### src/logic/hl2_ctrl_pkg.sv
// shared widths, command addresses, frame and status constants and the response type
`default_nettype none

package hl2_ctrl_pkg;

  //////////////////////////////////////////////////////////////////////
  // widths

  // stream byte and command fields
  localparam int BYTE_W     = 8;
  localparam int CMD_ADDR_W = 6;
  localparam int CMD_DATA_W = 32;

  // five bytes per frame in both directions
  localparam int FRAME_BYTES = 5;
  localparam int FRAME_CNT_W = $clog2(FRAME_BYTES);

  typedef logic [CMD_ADDR_W-1:0] cmd_addr_t;
  typedef logic [CMD_DATA_W-1:0] cmd_data_t;

  //////////////////////////////////////////////////////////////////////
  // command address map

  // bit 0 is run
  localparam cmd_addr_t ADDR_GENERAL   = 6'h00;
  localparam cmd_addr_t ADDR_TX_FREQ   = 6'h01;
  localparam cmd_addr_t ADDR_RX_FREQ   = 6'h02;
  // low 6 bits are the gain
  localparam cmd_addr_t ADDR_LNA_GAIN  = 6'h0a;
  // bit 0 run LED enable, bit 1 external PA keying enable
  localparam cmd_addr_t ADDR_IO_CONFIG = 6'h39;
  // tag of the periodic status frames
  localparam cmd_addr_t ADDR_STATUS    = 6'h3f;

  // clk_ctrl cycles between status frames while running
  localparam int STATUS_PERIOD = 200;
  localparam int STATUS_CNT_W  = $clog2(STATUS_PERIOD);

  // one upstream reply, address above data
  typedef struct packed {
    cmd_addr_t addr;
    cmd_data_t data;
  } resp_t;

endpackage

`default_nettype wire

### src/logic/cmd_frame_parser.sv
// command frame parser with byte counter, header and data capture and command strobe
`default_nettype none

module cmd_frame_parser (
  input  logic                            clk_ctrl,
  input  logic                            reset_i,
  input  logic                            rx_valid_i,
  input  logic                            rx_sof_i,
  input  logic [hl2_ctrl_pkg::BYTE_W-1:0] rx_data_i,
  output logic                            cmd_valid_o,
  output hl2_ctrl_pkg::cmd_addr_t         cmd_addr_o,
  output hl2_ctrl_pkg::cmd_data_t         cmd_data_o,
  output logic                            cmd_mox_o,
  output logic                            cmd_resp_rqst_o
);

  import hl2_ctrl_pkg::*;

  // zero means no frame in progress
  logic [FRAME_CNT_W-1:0] byte_cnt;
  logic [BYTE_W-1:0]      hdr_byte;
  cmd_data_t              data_sr;

  logic last_byte;

  assign last_byte = (byte_cnt == FRAME_CNT_W'(FRAME_BYTES - 1));

  //////////////////////////////////////////////////////////////////////
  // byte collection

  always_ff @(posedge clk_ctrl) begin
    if (reset_i) begin
      byte_cnt    <= '0;
      hdr_byte    <= '0;
      data_sr     <= '0;
      cmd_valid_o <= 1'b0;
    end else begin
      cmd_valid_o <= 1'b0;
      if (rx_valid_i) begin
        if (rx_sof_i) begin
          // start of frame always restarts the count
          hdr_byte <= rx_data_i;
          byte_cnt <= FRAME_CNT_W'(1);
        end else if (byte_cnt != '0) begin
          // data bytes arrive msb first
          data_sr <= {data_sr[CMD_DATA_W-BYTE_W-1:0], rx_data_i};
          if (last_byte) begin
            byte_cnt    <= '0;
            cmd_valid_o <= 1'b1;
          end else begin
            byte_cnt <= byte_cnt + FRAME_CNT_W'(1);
          end
        end
      end
    end
  end

  //////////////////////////////////////////////////////////////////////
  // header fields

  // rqst in bit 7, address in 6..1, mox in bit 0
  assign cmd_resp_rqst_o = hdr_byte[7];
  assign cmd_addr_o      = hdr_byte[CMD_ADDR_W:1];
  assign cmd_mox_o       = hdr_byte[0];
  assign cmd_data_o      = data_sr;

endmodule

`default_nettype wire

### src/logic/radio_regs.sv
// radio register peer with run and MOX state, tx_on derivation and one response slot
`default_nettype none

module radio_regs (
  input  logic                    clk_ctrl,
  input  logic                    reset_i,
  input  logic                    cmd_valid_i,
  input  hl2_ctrl_pkg::cmd_addr_t cmd_addr_i,
  input  hl2_ctrl_pkg::cmd_data_t cmd_data_i,
  input  logic                    cmd_mox_i,
  input  logic                    cmd_resp_rqst_i,
  input  logic                    io_tx_inhibit_i,
  input  logic                    resp_grant_i,
  output logic                    resp_req_o,
  output hl2_ctrl_pkg::resp_t     resp_o,
  output logic                    run_o,
  output logic                    tx_on_o,
  output hl2_ctrl_pkg::cmd_data_t tx_freq_o,
  output hl2_ctrl_pkg::cmd_data_t rx_freq_o,
  output logic [5:0]              lna_gain_o
);

  import hl2_ctrl_pkg::*;

  logic own_addr;
  logic run_d;
  logic mox_q;
  logic mox_d;

  assign own_addr = cmd_addr_i inside {ADDR_GENERAL, ADDR_TX_FREQ, ADDR_RX_FREQ, ADDR_LNA_GAIN};

  // next run and mox, so tx_on lines up with run_o
  always_comb begin
    run_d = run_o;
    mox_d = mox_q;
    if (cmd_valid_i) begin
      mox_d = cmd_mox_i;
      if (cmd_addr_i == ADDR_GENERAL) begin
        run_d = cmd_data_i[0];
      end
    end
  end

  always_ff @(posedge clk_ctrl) begin
    if (reset_i) begin
      run_o      <= 1'b0;
      mox_q      <= 1'b0;
      tx_on_o    <= 1'b0;
      tx_freq_o  <= '0;
      rx_freq_o  <= '0;
      lna_gain_o <= '0;
      resp_req_o <= 1'b0;
      resp_o     <= '0;
    end else begin
      run_o   <= run_d;
      mox_q   <= mox_d;
      tx_on_o <= run_d & mox_d & ~io_tx_inhibit_i;

      if (cmd_valid_i) begin
        case (cmd_addr_i)
          ADDR_TX_FREQ:  tx_freq_o  <= cmd_data_i;
          ADDR_RX_FREQ:  rx_freq_o  <= cmd_data_i;
          ADDR_LNA_GAIN: lna_gain_o <= cmd_data_i[5:0];
          default: ;
        endcase
      end

      // single slot, requests while pending are lost
      if (resp_req_o && resp_grant_i) begin
        resp_req_o <= 1'b0;
      end else if (!resp_req_o && cmd_valid_i && cmd_resp_rqst_i && own_addr) begin
        resp_req_o  <= 1'b1;
        resp_o.addr <= cmd_addr_i;
        resp_o.data <= cmd_data_i;
      end
    end
  end

endmodule

`default_nettype wire

### src/logic/io_ctrl.sv
// I/O register peer with LED and PA outputs, sticky receive status and periodic status requests
`default_nettype none

module io_ctrl (
  input  logic                    clk_ctrl,
  input  logic                    reset_i,
  input  logic                    cmd_valid_i,
  input  hl2_ctrl_pkg::cmd_addr_t cmd_addr_i,
  input  hl2_ctrl_pkg::cmd_data_t cmd_data_i,
  input  logic                    cmd_resp_rqst_i,
  input  logic                    run_i,
  input  logic                    tx_on_i,
  input  logic                    rxclip_i,
  input  logic                    rxgoodlvl_i,
  input  logic                    resp_grant_i,
  output logic                    resp_req_o,
  output hl2_ctrl_pkg::resp_t     resp_o,
  output logic                    io_led_run_o,
  output logic                    io_led_tx_o,
  output logic                    pa_exttr_o
);

  import hl2_ctrl_pkg::*;

  logic [1:0]              io_cfg;
  logic                    clip_sticky;
  logic                    good_sticky;
  logic                    status_pend;
  logic [STATUS_CNT_W-1:0] period_cnt;

  logic cfg_hit;
  logic status_due;
  logic status_clr;

  assign cfg_hit    = cmd_valid_i && (cmd_addr_i == ADDR_IO_CONFIG);
  assign status_due = run_i && (period_cnt == STATUS_CNT_W'(STATUS_PERIOD - 1));
  assign status_clr = resp_req_o && resp_grant_i && status_pend;

  // front panel and PA keying
  assign io_led_run_o = run_i & io_cfg[0];
  assign io_led_tx_o  = tx_on_i;
  assign pa_exttr_o   = tx_on_i & io_cfg[1];

  //////////////////////////////////////////////////////////////////////
  // config, status and response slot

  always_ff @(posedge clk_ctrl) begin
    if (reset_i) begin
      io_cfg      <= '0;
      clip_sticky <= 1'b0;
      good_sticky <= 1'b0;
      status_pend <= 1'b0;
      period_cnt  <= '0;
      resp_req_o  <= 1'b0;
      resp_o      <= '0;
    end else begin
      if (cfg_hit) begin
        io_cfg <= cmd_data_i[1:0];
      end

      // inputs win over the clear on the same cycle
      clip_sticky <= (clip_sticky & ~status_clr) | rxclip_i;
      good_sticky <= (good_sticky & ~status_clr) | rxgoodlvl_i;

      // free runs only while run is set
      if (!run_i || status_due) begin
        period_cnt <= '0;
      end else begin
        period_cnt <= period_cnt + STATUS_CNT_W'(1);
      end

      // command reply first, a status due on the same cycle is skipped
      if (resp_req_o && resp_grant_i) begin
        resp_req_o  <= 1'b0;
        status_pend <= 1'b0;
      end else if (!resp_req_o) begin
        if (cfg_hit && cmd_resp_rqst_i) begin
          resp_req_o  <= 1'b1;
          status_pend <= 1'b0;
          resp_o.addr <= ADDR_IO_CONFIG;
          resp_o.data <= cmd_data_i;
        end else if (status_due) begin
          resp_req_o  <= 1'b1;
          status_pend <= 1'b1;
          resp_o.addr <= ADDR_STATUS;
          resp_o.data <= {{(CMD_DATA_W-2){1'b0}}, clip_sticky, good_sticky};
        end
      end
    end
  end

endmodule

`default_nettype wire

### src/logic/response_arbiter.sv
// round-robin response arbiter and five-byte frame serializer with ready back-pressure
`default_nettype none

module response_arbiter (
  input  logic                            clk_ctrl,
  input  logic                            reset_i,
  input  logic                            req_radio_i,
  input  hl2_ctrl_pkg::resp_t             resp_radio_i,
  input  logic                            req_io_i,
  input  hl2_ctrl_pkg::resp_t             resp_io_i,
  output logic                            grant_radio_o,
  output logic                            grant_io_o,
  input  logic                            tx_ready_i,
  output logic                            tx_valid_o,
  output logic [hl2_ctrl_pkg::BYTE_W-1:0] tx_data_o,
  output logic                            tx_last_o
);

  import hl2_ctrl_pkg::*;

  logic                          busy;
  logic                          last_io;
  logic [FRAME_CNT_W-1:0]        byte_idx;
  logic [FRAME_BYTES*BYTE_W-1:0] frame_sr;

  logic  pick_io;
  logic  byte_taken;
  resp_t resp_sel;

  //////////////////////////////////////////////////////////////////////
  // arbitration

  // on a tie the peer not served last goes first
  assign pick_io       = req_io_i & (~req_radio_i | ~last_io);
  assign grant_io_o    = ~busy & pick_io;
  assign grant_radio_o = ~busy & req_radio_i & ~pick_io;
  assign resp_sel      = grant_io_o ? resp_io_i : resp_radio_i;

  //////////////////////////////////////////////////////////////////////
  // serializer

  assign byte_taken = tx_valid_o & tx_ready_i;
  assign tx_valid_o = busy;
  assign tx_data_o  = frame_sr[FRAME_BYTES*BYTE_W-1 -: BYTE_W];
  assign tx_last_o  = busy && (byte_idx == FRAME_CNT_W'(FRAME_BYTES - 1));

  always_ff @(posedge clk_ctrl) begin
    if (reset_i) begin
      busy     <= 1'b0;
      last_io  <= 1'b0;
      byte_idx <= '0;
      frame_sr <= '0;
    end else if (!busy) begin
      if (grant_radio_o || grant_io_o) begin
        busy     <= 1'b1;
        last_io  <= grant_io_o;
        byte_idx <= '0;
        // address byte padded with zeros, then data msb first
        frame_sr <= {{(BYTE_W-CMD_ADDR_W){1'b0}}, resp_sel.addr, resp_sel.data};
      end
    end else if (byte_taken) begin
      if (tx_last_o) begin
        busy     <= 1'b0;
        byte_idx <= '0;
      end else begin
        byte_idx <= byte_idx + FRAME_CNT_W'(1);
        frame_sr <= {frame_sr[(FRAME_BYTES-1)*BYTE_W-1:0], {BYTE_W{1'b0}}};
      end
    end
  end

endmodule

`default_nettype wire

### src/logic/hl2_ctrl_core.sv
// control core top with parser, radio and I/O register peers and the response arbiter
`default_nettype none

module hl2_ctrl_core (
  input  logic                            clk_ctrl,
  input  logic                            reset_i,
  input  logic                            rx_valid_i,
  input  logic                            rx_sof_i,
  input  logic [hl2_ctrl_pkg::BYTE_W-1:0] rx_data_i,
  input  logic                            io_tx_inhibit_i,
  input  logic                            rxclip_i,
  input  logic                            rxgoodlvl_i,
  input  logic                            tx_ready_i,
  output logic                            tx_valid_o,
  output logic [hl2_ctrl_pkg::BYTE_W-1:0] tx_data_o,
  output logic                            tx_last_o,
  output logic                            tx_on_o,
  output hl2_ctrl_pkg::cmd_data_t         tx_freq_o,
  output hl2_ctrl_pkg::cmd_data_t         rx_freq_o,
  output logic [5:0]                      lna_gain_o,
  output logic                            io_led_run_o,
  output logic                            io_led_tx_o,
  output logic                            pa_exttr_o
);

  import hl2_ctrl_pkg::*;

  // command bus to both peers
  logic      cmd_valid;
  cmd_addr_t cmd_addr;
  cmd_data_t cmd_data;
  logic      cmd_mox;
  logic      cmd_resp_rqst;

  logic      run;

  // response channel
  logic      req_radio;
  logic      req_io;
  logic      grant_radio;
  logic      grant_io;
  resp_t     resp_radio;
  resp_t     resp_io;

  //////////////////////////////////////////////////////////////////////
  // downstream commands

  cmd_frame_parser parser_i (
    .clk_ctrl        (clk_ctrl     ),
    .reset_i         (reset_i      ),
    .rx_valid_i      (rx_valid_i   ),
    .rx_sof_i        (rx_sof_i     ),
    .rx_data_i       (rx_data_i    ),
    .cmd_valid_o     (cmd_valid    ),
    .cmd_addr_o      (cmd_addr     ),
    .cmd_data_o      (cmd_data     ),
    .cmd_mox_o       (cmd_mox      ),
    .cmd_resp_rqst_o (cmd_resp_rqst)
  );

  //////////////////////////////////////////////////////////////////////
  // register peers

  radio_regs radio_regs_i (
    .clk_ctrl        (clk_ctrl       ),
    .reset_i         (reset_i        ),
    .cmd_valid_i     (cmd_valid      ),
    .cmd_addr_i      (cmd_addr       ),
    .cmd_data_i      (cmd_data       ),
    .cmd_mox_i       (cmd_mox        ),
    .cmd_resp_rqst_i (cmd_resp_rqst  ),
    .io_tx_inhibit_i (io_tx_inhibit_i),
    .resp_grant_i    (grant_radio    ),
    .resp_req_o      (req_radio      ),
    .resp_o          (resp_radio     ),
    .run_o           (run            ),
    .tx_on_o         (tx_on_o        ),
    .tx_freq_o       (tx_freq_o      ),
    .rx_freq_o       (rx_freq_o      ),
    .lna_gain_o      (lna_gain_o     )
  );

  io_ctrl io_ctrl_i (
    .clk_ctrl        (clk_ctrl     ),
    .reset_i         (reset_i      ),
    .cmd_valid_i     (cmd_valid    ),
    .cmd_addr_i      (cmd_addr     ),
    .cmd_data_i      (cmd_data     ),
    .cmd_resp_rqst_i (cmd_resp_rqst),
    .run_i           (run          ),
    .tx_on_i         (tx_on_o      ),
    .rxclip_i        (rxclip_i     ),
    .rxgoodlvl_i     (rxgoodlvl_i  ),
    .resp_grant_i    (grant_io     ),
    .resp_req_o      (req_io       ),
    .resp_o          (resp_io      ),
    .io_led_run_o    (io_led_run_o ),
    .io_led_tx_o     (io_led_tx_o  ),
    .pa_exttr_o      (pa_exttr_o   )
  );

  //////////////////////////////////////////////////////////////////////
  // upstream replies

  response_arbiter arbiter_i (
    .clk_ctrl      (clk_ctrl   ),
    .reset_i       (reset_i    ),
    .req_radio_i   (req_radio  ),
    .resp_radio_i  (resp_radio ),
    .req_io_i      (req_io     ),
    .resp_io_i     (resp_io    ),
    .grant_radio_o (grant_radio),
    .grant_io_o    (grant_io   ),
    .tx_ready_i    (tx_ready_i ),
    .tx_valid_o    (tx_valid_o ),
    .tx_data_o     (tx_data_o  ),
    .tx_last_o     (tx_last_o  )
  );

endmodule

`default_nettype wire

### config.mk
export PLATFORM = sky130hd
export DESIGN_NAME = hl2_ctrl_core
export DESIGN_NICKNAME = d
export VERILOG_FILES = /design/src/logic/hl2_ctrl_pkg.sv /design/src/logic/cmd_frame_parser.sv /design/src/logic/radio_regs.sv /design/src/logic/io_ctrl.sv /design/src/logic/response_arbiter.sv /design/src/logic/hl2_ctrl_core.sv
export SDC_FILE = /design/constraint.sdc
export NUM_CORES = 1
export LEC_CHECK = 0
export BUFFER_PORTS_ARGS = -buffer_cell sky130_fd_sc_hd__buf_2
export CORE_ASPECT_RATIO = 0.8
export CORE_MARGIN = 3
export CORE_UTILIZATION = 60
export CTS_BUF_LIST = sky130_fd_sc_hd__clkbuf_2 sky130_fd_sc_hd__clkbuf_4 sky130_fd_sc_hd__clkbuf_8
export CTS_CLUSTER_SIZE = 30
export DETAILED_ROUTE_END_ITERATION = 10
export PLACE_DENSITY = 0.81
export SYNTH_ARGS = -nofsm -noshare
export SYNTH_HDL_FRONTEND = slang
export SYNTH_SLANG_ARGS = --single-unit
### constraint.sdc
create_clock -name clk_ctrl -period 2.5 [get_ports clk_ctrl]
set_clock_uncertainty 0.2 [all_clocks]
set_input_delay 0.25 -clock clk_ctrl [delete_from_list [all_inputs] [get_ports clk_ctrl]]
set_output_delay 0.25 -clock clk_ctrl [all_outputs]
set_load 0.02 [all_outputs]
==> flow_summary.toml <==
[clocking]
htreeDepth = 2
cts_hold_buf = 18
ctsResizeCount = 0
cts_tree = "done"
clk_pin_slew_ns = 0.07
cts_made_buffers = 37
cts_setup_buffers = 0
cts_max_path_buffers = 3
insertion_delay_ns = 0.52
cts_root_buf = "clkbuf_8"
cts_sinks = 249

[global_routing]
track_usage_pct = 26.6
first_global_vias = 7428
grt_pass1_wl_mm = 38.2
overflow = 0
antenna_found_initial = 0
grt_max_degree = 106

[finish]
syn_to_final_growth_pct = 16.1
final_area_um2 = 10800
nets = 1173
fillers = 1198
multi_input_area_um2 = 3800
layout-drive-gt1-share_pct = 16.5
layout_common_cells = "289 x nand2_1, 249 x dfxtp_1, 176 x a21oi_1, 98 x buf_2, 48 x clkbuf_8"
seqCellArea_um2 = 4980
stdcell_count = 1389
num_antenna_cells = 0
final_common_cell = "nand2_1"

[die]
rows = 40
design.core.area_um2 = 15100
die-height_um = 118
dieArea_um2 = 17100
die_w_um = 145
top_level_ports = 100
initial_core_util_pct = 61.7

[timing]
final.min_clock_period_ns = 2.15
rsz0062_at_grt = "no"
tightest_slew_ns = 0.731
hold_viol_final = 0
setup_slack_ns = 0.349
final-setup-viol-count = 0
tns_ns = 0
max_freq_mhz = 465
final.period_utilization_pct = 86.1
slew_headroom_pct = 51.3
drv_slew = 0
hold_ws_ns = 0.237

[setup_path]
start_kind = "flop"
crit_path_start = "arbiter_i.byte_idx[0]$_SDFFE_PP0P_"
ff2ff_path_depth = 6
r2r-end = "arbiter_i.frame_sr[3]$_SDFFE_PP0P_"
timing_worst_setup_path_type = "reg2reg"
crit_required_ns = 2.70
cp-end-kind = "flop"
arrival_ns = 2.35
crit_path_end = "arbiter_i.frame_sr[3]$_SDFFE_PP0P_"
critPathMaxFanout = 10
r2r-start = "arbiter_i.byte_idx[0]$_SDFFE_PP0P_"
reg2reg_slack_ns = 0.35

[placed_design]
dp_slack_ns = 0.382
gp_congestion = 0.833
port_buffers = 99
hpwl_mm = 14.0
post_dp_cell_area_um2 = 9790
dpl.cell_count = 1305

[routing]
drtPass1Iterations = 6
wirelength_mm = 23.4
viasPerCell = 5.85
detail-route-antenna-nets = 0
wl_per_cell_um = 16.9
drt_iter0_markers = 1088
drc = 0
routed-via-count = 8125

[logic_synthesis]
ys.flop_type = "dfxtp_1"
syn_nets = 1097
async_flop_share_pct = 0
synthesis.instances = 1076
synth_edf_count = 0
yosysSeqAreaShare_pct = 53.5
ys_warn_count = 0
synth_area_um2 = 9330
ys_seq_elements = 249
syn_avg_cell_area_um2 = 8.67
synth.distinct_cells = 50

[job]
max_cap_viol_count = 0

[power_and_ir_drop]
p_per_area_nw_per_um2 = 729
p_leak_nw = 4.08
ir_drop_v = 0.000473

[min_path]
hold_class = "in2reg"

[status]
run_status = "completed"
## cell type report
cell class | count | share of cell area (%)
timing repair buffer | 138 | 8.07
tap | 210 | 2.43
inverter | 12 | 0.416
sequential | 249 | 46.1
clock inverter | 8 | 1.10
multi-input combinational | 714 | 35.1
clock buffer | 58 | 6.80
## layer usage
metal  up-vias  wire [µm]  share of wire (%)  global-route usage, %
met1      3849      10600                 45                   38.7
met2       348      10600                 45                   41.4
met5         -          0                  0                      0
met3        33       1980                8.4                   5.93
li1       3895          -                  -                      -
met4         0        287                1.2                   4.92
## worst max-delay path: stages (launching register included)
cell	delay [ns]
dfxtp_1	0.35
inv_1	0.07
ha_1	0.22
and3_1	0.22
or3_1	0.57
a221oi_1	0.33
nor2_1	0.09
## report_power, final
group | internal [mW] | switching [mW] | total [mW]
Sequential | 3.98 | 0.0209 | 4.00
Clock | 2.19 | 1.54 | 3.73
Combinational | 0.0546 | 0.108 | 0.163
## worst min path at each step
stage | from | end | slack, ns | depth (start not counted)
3_3_place_gp | io_tx_inhibit_i | radio_regs_i.tx_on_o$_SDFF_PP0_ | 0.21 | 2
6_report | io_tx_inhibit_i | radio_regs_i.tx_on_o$_SDFF_PP0_ | 0.24 | 3
3_5_place_dp | io_tx_inhibit_i | radio_regs_i.tx_on_o$_SDFF_PP0_ | 0.22 | 2
5_1_grt | io_tx_inhibit_i | radio_regs_i.tx_on_o$_SDFF_PP0_ | 0.24 | 3
4_1_cts | io_tx_inhibit_i | radio_regs_i.tx_on_o$_SDFF_PP0_ | 0.22 | 3
2_1_floorplan | io_tx_inhibit_i | radio_regs_i.tx_on_o$_SDFF_PP0_ | 0.13 | 1
## stage by stage
step	util, %	total power [mW]
after global routing	71.6	8.13
after global placement	64.8	4.23
after floorplan	-	4.18
final	71.6	7.89
after detailed placement	64.8	4.23
after CTS	71.6	7.92
## registers in the layout (all words and copies together), names as in the netlist, 2 cells and up
register                 flops
arbiter_i.frame_sr          40
radio_regs_i.resp_o         38
io_ctrl_i.resp_o            34
parser_i.cmd_data_o         32
radio_regs_i.rx_freq_o      32
radio_regs_i.tx_freq_o      32
io_ctrl_i.period_cnt         8
parser_i.hdr_byte            8
radio_regs_i.lna_gain_o      6
arbiter_i.byte_idx           3
parser_i.byte_cnt            3
io_ctrl_i.io_cfg             2
## synthesized netlist by cell type (4+ instances only)
| cell | number | area, µm² |
|---|---|---|
| nand2b_1 | 5 | 31.3 |
| o221ai_1 | 4 | 35.0 |
| inv_1 | 12 | 45.0 |
| and3_1 | 10 | 62.6 |
| a21oi_1 | 176 | 881 |
| o22ai_1 | 5 | 31.3 |
| a32o_1 | 30 | 300 |
| dfxtp_1 | 249 | 4980 |
| buf_2 | 22 | 110 |
| mux2i_1 | 11 | 110 |
| ha_1 | 5 | 62.6 |
| nand2_1 | 289 | 1080 |
| buf_6 | 5 | 56.3 |
| nor3_1 | 5 | 25.0 |
| a222oi_1 | 26 | 260 |
| nor2_1 | 34 | 128 |
| buf_4 | 16 | 120 |
| xor2_1 | 6 | 52.6 |
| clkbuf_1 | 58 | 218 |
| nand3_1 | 19 | 95.1 |
| a221oi_1 | 8 | 70.1 |
| o21ai_0 | 38 | 190 |
## cell families (layout without fill, tap and decap cells)
logic type                 Yosys count  in the layout  synth area share, %
and+or+nand+nor                    391            391                 18.0
adders and majority gates            5              5                0.671
xor gates and xnor gates             6              6                0.564
AOI/OAI and AO/OA                  301            301                 20.3
buffers and inverters              113            216                 5.89
muxes                               11             11                 1.18
DFF                                249            249                 53.5
No activity file was read; power rests on OpenSTA's default activity.
